`src/verilog/fetchPkg.sv`:
```
`default_nettype none

package fetchPkg;

    // ############################
    // Fetch constants.
    // ############################

    localparam logic [31:0] RESET_VECTOR = 32'hBFC0_0000;

    // Opcodes.
    localparam logic [5:0] OP_RTYPE  = 6'h00;
    localparam logic [5:0] OP_REGIMM = 6'h01;  // BLTZ, BGEZ and friends.
    localparam logic [5:0] OP_J      = 6'h02;
    localparam logic [5:0] OP_JAL    = 6'h03;
    localparam logic [5:0] OP_BEQ    = 6'h04;
    localparam logic [5:0] OP_BNE    = 6'h05;
    localparam logic [5:0] OP_BLEZ   = 6'h06;
    localparam logic [5:0] OP_BGTZ   = 6'h07;

    // Function codes for register jumps.
    localparam logic [5:0] FN_JR   = 6'h08;
    localparam logic [5:0] FN_JALR = 6'h09;

    // ############################
    // Queue and credit sizing.
    // ############################

    localparam int FETCH_QUEUE_DEPTH = 4;
    localparam int DECODE_CREDITS    = 4;

    localparam int FETCH_CREDIT_W  = $clog2(FETCH_QUEUE_DEPTH + 1);
    localparam int DECODE_CREDIT_W = $clog2(DECODE_CREDITS + 1);

    // One fetched word on its way to decode.
    typedef struct packed {
        logic [31:0] pc;
        logic [31:0] instr;           // Zero on address error.
        logic        delaySlotOwner;
        logic        addrError;
        logic [31:0] badVaddr;
    } fetchEntryT;

endpackage

`default_nettype wire

```
`src/verilog/fetchLinkIf.sv`:
```
`timescale 1ns/1ps
`default_nettype none

interface fetchLinkIf;
    import fetchPkg::*;

    logic       entryValid;
    fetchEntryT entry;
    logic       creditReturn;  // One pulse per freed slot.

    modport producer (
        output entryValid,
        output entry,
        input  creditReturn
    );

    modport consumer (
        input  entryValid,
        input  entry,
        output creditReturn
    );

endinterface

`default_nettype wire

```
`src/verilog/pcFetch.sv`:
```
`timescale 1ns/1ps
`default_nettype none

module pcFetch (
    input  logic         clk,
    input  logic         resetn,
    input  logic         flush,
    input  logic [31:0]  flushPc,
    input  logic         redirectValid,
    input  logic [31:0]  redirectPc,
    input  logic [31:0]  redirectInstr,
    input  logic [31:0]  redirectReg,
    input  logic         branchTaken,
    output logic         ireqValid,
    output logic [31:0]  ireqAddr,
    fetchLinkIf.producer respLink,
    fetchLinkIf.consumer creditIn
);
    import fetchPkg::*;

    logic [FETCH_CREDIT_W-1:0] fetchCredits;
    logic                      fetchEn;       // Low only in the reset cycle.
    logic [31:0]               seqPc;
    logic                      targetValid;
    logic [31:0]               targetPc;
    logic                      issue;
    logic [31:0]               issueAddr;
    logic                      misaligned;
    logic [5:0]                op;
    logic [5:0]                funct;
    logic [31:0]               redirectPlus4;
    logic [31:0]               signImm;
    logic [31:0]               jumpTarget;
    logic [31:0]               branchTarget;
    logic                      redirectHit;
    logic [31:0]               redirectTarget;

    // ############################
    // Redirect decode.
    // ############################

    assign op            = redirectInstr[31:26];
    assign funct         = redirectInstr[5:0];
    assign redirectPlus4 = redirectPc + 32'd4;
    assign signImm       = {{16{redirectInstr[15]}}, redirectInstr[15:0]};
    assign jumpTarget    = {redirectPlus4[31:28], redirectInstr[25:0], 2'b00};
    assign branchTarget  = redirectPlus4 + {signImm[29:0], 2'b00};

    always_comb begin
        redirectHit    = 1'b0;
        redirectTarget = jumpTarget;
        if (redirectValid) begin
            if (op == OP_J || op == OP_JAL) begin
                redirectHit = 1'b1;
            end else if (op == OP_RTYPE && (funct == FN_JR || funct == FN_JALR)) begin
                redirectHit    = 1'b1;
                redirectTarget = redirectReg;
            end else if (branchTaken) begin
                redirectHit    = 1'b1;
                redirectTarget = branchTarget;
            end
        end
    end

    // ############################
    // Issue.
    // ############################

    assign issue      = fetchEn && (fetchCredits != '0) && !flush;
    assign issueAddr  = targetValid ? targetPc : seqPc;
    assign misaligned = issueAddr[1:0] != 2'b00;

    assign ireqValid = issue && !misaligned;  // Bad address never reaches the bus.
    assign ireqAddr  = issueAddr;

    assign respLink.entryValid = issue;

    always_comb begin
        respLink.entry           = '0;
        respLink.entry.pc        = issueAddr;
        respLink.entry.addrError = misaligned;
        respLink.entry.badVaddr  = misaligned ? issueAddr : 32'd0;
    end

    always_ff @(posedge clk) begin
        if (!resetn) begin
            fetchEn      <= 1'b0;
            seqPc        <= RESET_VECTOR;
            targetValid  <= 1'b0;
            fetchCredits <= FETCH_CREDIT_W'(FETCH_QUEUE_DEPTH);
        end else begin
            fetchEn <= 1'b1;
            if (flush) begin
                seqPc        <= flushPc;
                targetValid  <= 1'b0;
                fetchCredits <= FETCH_CREDIT_W'(FETCH_QUEUE_DEPTH);  // Queue and pipe empty.
            end else begin
                if (issue) begin
                    seqPc <= issueAddr + 32'd4;
                end
                if (redirectHit) begin
                    targetValid <= 1'b1;
                end else if (issue) begin
                    targetValid <= 1'b0;  // Target consumed.
                end
                fetchCredits <= fetchCredits - FETCH_CREDIT_W'(issue)
                              + FETCH_CREDIT_W'(creditIn.creditReturn);
            end
        end
    end

    always_ff @(posedge clk) begin
        if (redirectHit) begin
            targetPc <= redirectTarget;
        end
    end

endmodule

`default_nettype wire

```
`src/verilog/fetchAlign.sv`:
```
`timescale 1ns/1ps
`default_nettype none

module fetchAlign (
    input  logic         clk,
    input  logic         resetn,
    input  logic         flush,
    input  logic [31:0]  irespData,
    fetchLinkIf.consumer respLink,
    fetchLinkIf.producer queueLink
);
    import fetchPkg::*;

    logic       pendValid;
    fetchEntryT pendEntry;
    fetchEntryT alignedEntry;
    logic [31:0] instr;
    logic [5:0]  op;
    logic [5:0]  funct;
    logic        isBranch;
    logic        isJump;

    // No slots to return toward pcFetch.
    assign respLink.creditReturn = 1'b0;

    // ############################
    // Request side.
    // ############################

    always_ff @(posedge clk) begin
        if (!resetn) begin
            pendValid <= 1'b0;
        end else begin
            pendValid <= respLink.entryValid && !flush;
        end
    end

    always_ff @(posedge clk) begin
        pendEntry <= respLink.entry;
    end

    // ############################
    // Response and predecode.
    // ############################

    assign instr = pendEntry.addrError ? 32'd0 : irespData;
    assign op    = instr[31:26];
    assign funct = instr[5:0];

    assign isBranch = op inside {OP_BEQ, OP_BNE, OP_BLEZ, OP_BGTZ, OP_REGIMM};
    assign isJump   = (op == OP_J) || (op == OP_JAL)
                   || (op == OP_RTYPE && (funct == FN_JR || funct == FN_JALR));

    always_comb begin
        alignedEntry                = pendEntry;
        alignedEntry.instr          = instr;
        alignedEntry.delaySlotOwner = isBranch || isJump;  // Zero word never owns one.
    end

    always_ff @(posedge clk) begin
        if (!resetn) begin
            queueLink.entryValid <= 1'b0;
        end else begin
            queueLink.entryValid <= pendValid && !flush;  // Killed in flight.
        end
    end

    always_ff @(posedge clk) begin
        queueLink.entry <= alignedEntry;
    end

endmodule

`default_nettype wire

```
`src/verilog/creditQueue.sv`:
```
`timescale 1ns/1ps
`default_nettype none

module creditQueue #(
    parameter int depth = fetchPkg::FETCH_QUEUE_DEPTH
) (
    input  logic                 clk,
    input  logic                 resetn,
    input  logic                 flush,
    input  logic                 decodeCredit,
    fetchLinkIf.consumer         queueLink,
    output logic                 fetchValid,
    output fetchPkg::fetchEntryT fetchEntry
);
    import fetchPkg::*;

    typedef logic [$clog2(depth)-1:0]   ptrT;
    typedef logic [$clog2(depth+1)-1:0] countT;

    fetchEntryT                 mem [depth];
    ptrT                        head;
    ptrT                        tail;
    countT                      count;
    logic [DECODE_CREDIT_W-1:0] decCredits;
    logic                       push;
    logic                       pop;

    function automatic ptrT nextPtr(input ptrT p);
        return (p == ptrT'(depth - 1)) ? '0 : p + ptrT'(1);
    endfunction

    // ############################
    // Output toward decode.
    // ############################

    assign fetchValid = (count != '0) && (decCredits != '0) && !flush;
    assign fetchEntry = mem[head];

    // Slot freed as the entry leaves.
    assign queueLink.creditReturn = fetchValid;

    assign push = queueLink.entryValid && !flush;
    assign pop  = fetchValid;

    always_ff @(posedge clk) begin
        if (push) begin
            mem[tail] <= queueLink.entry;
        end
    end

    always_ff @(posedge clk) begin
        if (!resetn || flush) begin
            head  <= '0;
            tail  <= '0;
            count <= '0;
        end else begin
            if (push) begin
                tail <= nextPtr(tail);
            end
            if (pop) begin
                head <= nextPtr(head);
            end
            count <= count + countT'(push) - countT'(pop);
        end
    end

    // Decode credits survive a flush.
    always_ff @(posedge clk) begin
        if (!resetn) begin
            decCredits <= DECODE_CREDIT_W'(DECODE_CREDITS);
        end else begin
            decCredits <= decCredits - DECODE_CREDIT_W'(pop)
                        + DECODE_CREDIT_W'(decodeCredit);
        end
    end

endmodule

`default_nettype wire

```
`src/verilog/fetchTop.sv`:
```
`timescale 1ns/1ps
`default_nettype none

module fetchTop (
    input  logic        clk,
    input  logic        resetn,
    input  logic        flush,
    input  logic [31:0] flushPc,
    input  logic        redirectValid,
    input  logic [31:0] redirectPc,
    input  logic [31:0] redirectInstr,
    input  logic [31:0] redirectReg,
    input  logic        branchTaken,
    input  logic [31:0] irespData,
    input  logic        decodeCredit,
    output logic        ireqValid,
    output logic [31:0] ireqAddr,
    output logic        fetchValid,
    output logic [31:0] fetchPc,
    output logic [31:0] fetchInstr,
    output logic        fetchDelaySlot,
    output logic        fetchAddrError,
    output logic [31:0] fetchBadVaddr
);
    import fetchPkg::*;

    fetchEntryT fetchEntry;

    fetchLinkIf respLink ();
    fetchLinkIf queueLink ();

    pcFetch uPcFetch (
        .clk           (clk),
        .resetn        (resetn),
        .flush         (flush),
        .flushPc       (flushPc),
        .redirectValid (redirectValid),
        .redirectPc    (redirectPc),
        .redirectInstr (redirectInstr),
        .redirectReg   (redirectReg),
        .branchTaken   (branchTaken),
        .ireqValid     (ireqValid),
        .ireqAddr      (ireqAddr),
        .respLink      (respLink),
        .creditIn      (queueLink)  // Credit return only.
    );

    fetchAlign uFetchAlign (
        .clk       (clk),
        .resetn    (resetn),
        .flush     (flush),
        .irespData (irespData),
        .respLink  (respLink),
        .queueLink (queueLink)
    );

    creditQueue #(
        .depth (FETCH_QUEUE_DEPTH)
    ) uCreditQueue (
        .clk          (clk),
        .resetn       (resetn),
        .flush        (flush),
        .decodeCredit (decodeCredit),
        .queueLink    (queueLink),
        .fetchValid   (fetchValid),
        .fetchEntry   (fetchEntry)
    );

    // Entry fields out to decode.
    assign fetchPc        = fetchEntry.pc;
    assign fetchInstr     = fetchEntry.instr;
    assign fetchDelaySlot = fetchEntry.delaySlotOwner;
    assign fetchAddrError = fetchEntry.addrError;
    assign fetchBadVaddr  = fetchEntry.badVaddr;

endmodule

`default_nettype wire

```
`config.mk`:
```
export PLATFORM = sky130hd
export DESIGN_NAME = fetchTop
export DESIGN_NICKNAME = d
export VERILOG_FILES = /design/src/verilog/fetchPkg.sv /design/src/verilog/fetchLinkIf.sv /design/src/verilog/pcFetch.sv /design/src/verilog/fetchAlign.sv /design/src/verilog/creditQueue.sv /design/src/verilog/fetchTop.sv
export SDC_FILE = /design/constraint.sdc
export NUM_CORES = 1
export LEC_CHECK = 0
export ABC_AREA = 1
export BUFFER_PORTS_ARGS = -buffer_cell sky130_fd_sc_hd__buf_2
export CORE_MARGIN = 5
export CORE_UTILIZATION = 30
export CTS_CLUSTER_SIZE = 30
export DETAILED_ROUTE_END_ITERATION = 8
export SYNTH_ARGS = -nofsm -noshare
export SYNTH_HDL_FRONTEND = slang
export SYNTH_SLANG_ARGS = --single-unit
export TNS_END_PERCENT = 100
```
`constraint.sdc`:
```
create_clock -name clk -period 13.2 [get_ports clk]
set_clock_uncertainty 0.05 [all_clocks]
set_input_delay 1.32 -clock clk [delete_from_list [all_inputs] [get_ports clk]]
set_output_delay 1.32 -clock clk [all_outputs]
set_load 0.02 [all_outputs]
```
==> metrics.cfg, run 1 <==
[run_status]
outcome=finished clean

[clock_network]
clockBufferDepth=3
post-cts-setup-buffers=0
cts.clk_slew.worst_paths_ns=0.06
cts_hold_buf=0
clk_latency_ns=0.65
cts_resized=0
cts_root_buffer=clkbuf_16
tritoncts=yes
cts_made_buffers=60
cts.sinks=638
htreeDepth=2

[die]
core_area_sq_um=88000
ios=298
rows=109
dieArea_sq_um=94300
die_h_um=307
start_util_pct=30.1
die_w_um=307

[global_routing]
grt_overflow=0
grt_pass1_wl_um=118000
grt.total_usage_pct=16.3
grt_max_degree=101
antenna_found_initial=6
grt_pass1_vias=18700

[final_layout]
seq_area_sq_um=17000
layout.nets=3096
final_cell_mix=nand2_1, edfxtp_1, nor2_1
fillers=8809
multiInputGateArea_sq_um=8070
area_growth_pct=18.0
final_area_sq_um=31200
drive_above_1_share_pct=16.8
final_common_cell=nand2_1

[worst_setup_path]
crit_required_ns=11.83
end_kind=output pin
crit_path_frequent_cell=buf_4
slowest_delay_ns=0.81
path_max_fanout=88
start_kind=flip-flop
path_class=flip-flop to output pin
critPathSlowestCell=buf_4
worstPathArrival_ns=3.59
crit_chain=buf_4 > buf_4 > o21ai_0 > o22ai_1 > buf_2

[min_path]
hp-class=flip-flop to flip-flop

[timing]
slew_viol_final=0
worstMarginPinSlew_ns=1.05
final.setup.worst_slack_ns=8.24
slew_headroom_pct=30.3
setup_violations=0
rsz0062_at_grt=false
finalHoldViolCount=0
tns_ns=0
fin_crit_ns=4.96
fin_crit_sh_pct=37.6
clock.fmax_ghz=0.202

[power_and_ir_drop]
swShare_pct=23.8
seq_power_share_pct=51.9
p_leak_nw=12.4
power_frac_comb_pct=8.2
p_int_mw=3.30
switchingPower_mw=1.03
clkPwrFrac_pct=39.8
power.density_nw_per_um2=139
ir_drop_v=0.000106

[detailed_routing]
drc=0
vias_per_cell=4.71
ant_nets=0
initialDrtViolationCount=1539
dr.pass1.iters=5
via_count=19300
finalWirelength_um=79300
wl_per_cell_um=19.4

[logic_synthesis]
syn_avg_cell_area_sq_um=10.2
syn-cell-area_sq_um=26500
synth_cell_types=46
synth_top_area_share_pct=48.1
ys_seq_area_share_pct=64.3
ys_async_sr_fraction_pct=0
synth_nets=2805
yosysTopAreaCell=edfxtp_1
synth-edff-count=424
netlist_instances=2588
ys.flop_type=edfxtp_1
ys_ff_latch=638
synth.area.top_cells=edfxtp_1, dfxtp_1, nand2_1
yosysWarnings=0

[placed_design]
place_area_sq_um=29200
hpwl_um=55700
port_buffers=297
gp_congestion=0.939
dpl_worst_slack_ns=8.65

[run]
maxCapViolCount=0

layout make-up:
cell class | instances | area share, %
Sequential cell | 638 | 54.5
Inverter | 255 | 3.08
Multi-Input combinational cell | 1596 | 25.8
Tap cell | 1165 | 4.67
Antenna cell | 3 | 0.0240
Clock buffer | 89 | 5.35
Timing Repair Buffer | 328 | 5.50
Clock inverter | 24 | 1.05
cell families after synthesis:
kind of cell,Yosys count,synth area share [%]
AND/OR/NAND/NOR,996,15.4
adder cells (fa/ha/maj),51,2.52
AO/OA/AOI/OAI,495,10.7
flip-flops,638,64.3
multiplexers,2,0.0756
buffers and inverters,354,5.37
XOR/XNOR,52,1.72
path summary, 6_finish.rpt:
path,start,end,slack [ns],cells after the start
max,flip-flop,fetchDelaySlot,8.24,5
min,uFetchAlign.alignedEntry[8],uFetchAlign.queueLink.entry[8],0.25,0
max reg2reg,uPcFetch.targetValid,uPcFetch.seqPc[14],9.91,12
min reg2reg,uFetchAlign.alignedEntry[8],uFetchAlign.queueLink.entry[8],0.25,0
layer usage:
layer	vias up	track usage (%)	part of all wire, %
li1	9351	-	-
met1	9130	21.5	42
met2	659	27.5	48
met3	143	3.03	7.2
met4	10	4.97	3.1
met5	-	0	0.072
synth_stat cells (5+ instances only):
master    number
o21bai_1       7
clkbuf_1      76
nand4_1       17
nand2_1      452
nand2_2       17
nor2_2        10
dfxtp_1      214
buf_2          9
o21ai_2       12
nor3_1        16
nor4_1         5
o21ai_0      243
a31oi_1       11
xor2_1        38
nor2_1       386
a21oi_1       84
nand3_1       68
ha_1          47
inv_1        251
o22ai_1      102
xnor2_1       14
o21ai_4       10
and2_1         6
or2_2          8
o21ai_1       14
edfxtp_1     424
stage by stage:
stage	cells	hold slack, ns	util, %	total power [mW]
6_report	4098	0.249	35.5	4.33
5_1_grt	4095	0.265	35.5	4.50
4_1_cts	4095	0.234	35.5	4.38
3_5_place_dp	3982	0.262	33.2	2.65
3_3_place_gp	3982	0.260	33.2	2.65
2_1_floorplan	2588	0.260	-	2.49
power by group through the flow:
stage                     Sequential [mW]  Clock [mW]  Combinational [mW]
after floorplan                      2.28           0               0.209
after global placement               2.29           0               0.355
after detailed placement             2.29           0               0.355
after CTS                            2.25        1.77               0.356
after global routing                 2.26        1.85               0.394
final                                2.25        1.73               0.356
registers in the layout, indices dropped and copies added, names as in the netlist, named ones only:
| name | flops |
|---|---|
| uCreditQueue.decCredits | 3 |
| uCreditQueue.count | 3 |
| uCreditQueue.mem | 392 |
| uFetchAlign.alignedEntry | 65 |
| uCreditQueue.tail | 2 |
| uFetchAlign.pendValid | 1 |
| uFetchAlign.queueLink.entry | 98 |
| uFetchAlign.queueLink.entryValid | 1 |
| uPcFetch.seqPc | 32 |
| uPcFetch.fetchCredits | 3 |
| uCreditQueue.head | 2 |
| uPcFetch.targetValid | 1 |
| uPcFetch.targetPc | 32 |
| uPcFetch.fetchEn | 1 |
critical path: cells and delay by family, from the launching register on:
| kind | cells | cell delay [ns] |
|---|---|---|
| AO/OA/AOI/OAI | 2 | 0.50 |
| buffers and inverters | 3 | 1.63 |
| flip-flops | 1 | 0.76 |
No activity file was read; power rests on OpenSTA's default activity.
==> run 2: changes to the inputs <==
==> constraint.sdc (replaced) <==
create_clock -name clk -period 4.1 [get_ports clk]
set_clock_uncertainty 0.05 [all_clocks]
set_input_delay 0.41 -clock clk [delete_from_list [all_inputs] [get_ports clk]]
set_output_delay 0.41 -clock clk [all_outputs]
set_load 0.02 [all_outputs]
==> run 2 against run 1 <==
  * Combinational power rose to 3.3 times the previous value
  * Via count up 0.58%
  * Non-clock buffer count up 27
  * Core utilization up 0.82 points
  * Sequential share of layout area down 1.2 points
  * Highest routed layer unchanged
  * Wire length down 0.33%
  * Worst setup slack worse by 7.5 ns
  * Final area up 2.3%
  * Sequential power rose to 3.2 times the previous value
==> metrics.cfg, run 2 (synthesis gave the netlist of run 1 again) <==
[timing]
fin_crit_ns=3.36
fin_crit_sh_pct=81.9
finalHoldViolCount=0
clock.fmax_ghz=0.298
setup_violations=0
slew_headroom_pct=23.3
slew_viol_final=0
worstMarginPinSlew_ns=1.15
rsz0062_at_grt=false

[detailed_routing]
finalWirelength_um=79100
initialDrtViolationCount=1312
wl_per_cell_um=19.1
via_count=19400
drc=0
vias_per_cell=4.69
ant_nets=0
dr.pass1.iters=5

[min_path]
hp-class=primary input to flip-flop
worstHoldEndpoint=uFetchAlign.queueLink.entry[38]
worstHoldStart=irespData[4]
whs_path_depth=3

[worst_setup_path]
crit_family=buffers and inverters
crit_required_ns=3.64
reg2reg_slack_ns=0.84
end_kind=output pin
critPathSlowestCell=buf_4
reg2reg_to=uPcFetch.seqPc[30]
path_class=flip-flop to output pin
worstPathArrival_ns=2.90
start_kind=flip-flop
rr_worst_depth=14
r2r_start=uPcFetch.targetValid
crit_chain=buf_4 > nand2_1 > o21ai_1 > inv_1 > buf_2
path_max_fanout=43
cp.buffers_inverters=3
slowest_delay_ns=0.61

[die]
rows=109
core_area_sq_um=88000
dieArea_sq_um=94300
ios=298
start_util_pct=30.1
die_w_um=307
die_h_um=307

[final_layout]
final_cell_mix=nand2_1, edfxtp_1, nor2_1
final_common_cell=nand2_1
fillers=8766
top_register=uCreditQueue.mem
area_growth_pct=20.7
largest_reg_flops=392
layout.nets=3131
multiInputGateArea_sq_um=8070
post-route-util_pct=36.3
drive_above_1_share_pct=17.2
final_area_sq_um=32000
seq_area_sq_um=17000

[clock_network]
htreeDepth=3
cts_root_buffer=clkbuf_16
clockBufferDepth=3
cts.clk_slew.worst_paths_ns=0.06
post-cts-setup-buffers=0
clk_latency_ns=0.59
cts_resized=0
cts.sinks=638
cts_made_buffers=68
tritoncts=yes
cts_hold_buf=29

[placed_design]
hpwl_um=54600
gp_congestion=0.950
place_area_sq_um=29300
port_buffers=297

[power_and_ir_drop]
ir_drop_v=0.000272
finalPower_mw=14.7
p_leak_nw=12.8
power.density_nw_per_um2=460

[global_routing]
antenna_found_initial=14
grt.total_usage_pct=16.1
grt_overflow=0
grt_max_degree=197
grt_pass1_vias=18500
grt_pass1_wl_um=116000

[run]
maxCapViolCount=0

[run_status]
outcome=finished clean

run 2: worst min-delay path, delay by kind of cell:
kind | cells | cell delay [ns]
buf+inv | 2 | 0.14
simple gates | 1 | 0.07
run 2: metal layers:
layer  vias up  global-route usage [%]  routed length [um]
li1       9423                       -                   -
met1      9243                    21.4               34300
met2       616                    27.0               37600
met3       114                    3.13                5110
met4         8                    4.75                2010
met5         -                       0                  46
run 2: how the worst max path moves through the flow:
stage	endpoint	slack, ns	from	cells after the start
finish	ireqAddr[26]	0.74	uPcFetch.targetValid	5
global route	ireqAddr[26]	0.63	uPcFetch.targetValid	5
CTS	ireqAddr[29]	0.67	uPcFetch.targetValid	5
detailed placement	uPcFetch.targetPc[24]	0.35	redirectPc[2]	19
global placement	uPcFetch.targetPc[24]	0.34	redirectPc[2]	19
floorplan	uCreditQueue.mem[0][0]	-1.48	flush	4
run 2: final cells by class:
class,instances,share of cell area [%]
clock inverter,29,1.24
tap,1165,4.56
antenna,7,0.0548
sequential,638,53.3
timing repair buffer,355,6.55
multi-input combinational,1596,25.3
inverter,255,3.01
clock buffer,94,6.07
run 2: power by group:
part           switching, mW  internal [mW]  total [mW]
Sequential             0.128           7.12        7.25
Clock                   2.45           3.84        6.29
Combinational          0.798          0.368        1.17
Total                   3.38           11.3        14.7
run 2: stage by stage:
step	setup TNS, ns	hold slack [ns]	cells	worst slack [ns]
floorplan	-436.35	0.260	2588	-1.48
global placement	0	0.260	3980	0.336
detailed placement	0	0.262	3980	0.350
CTS	0	0.00175	4132	0.670
global route	0	0.0192	4135	0.629
finish	0	0.0345	4139	0.742
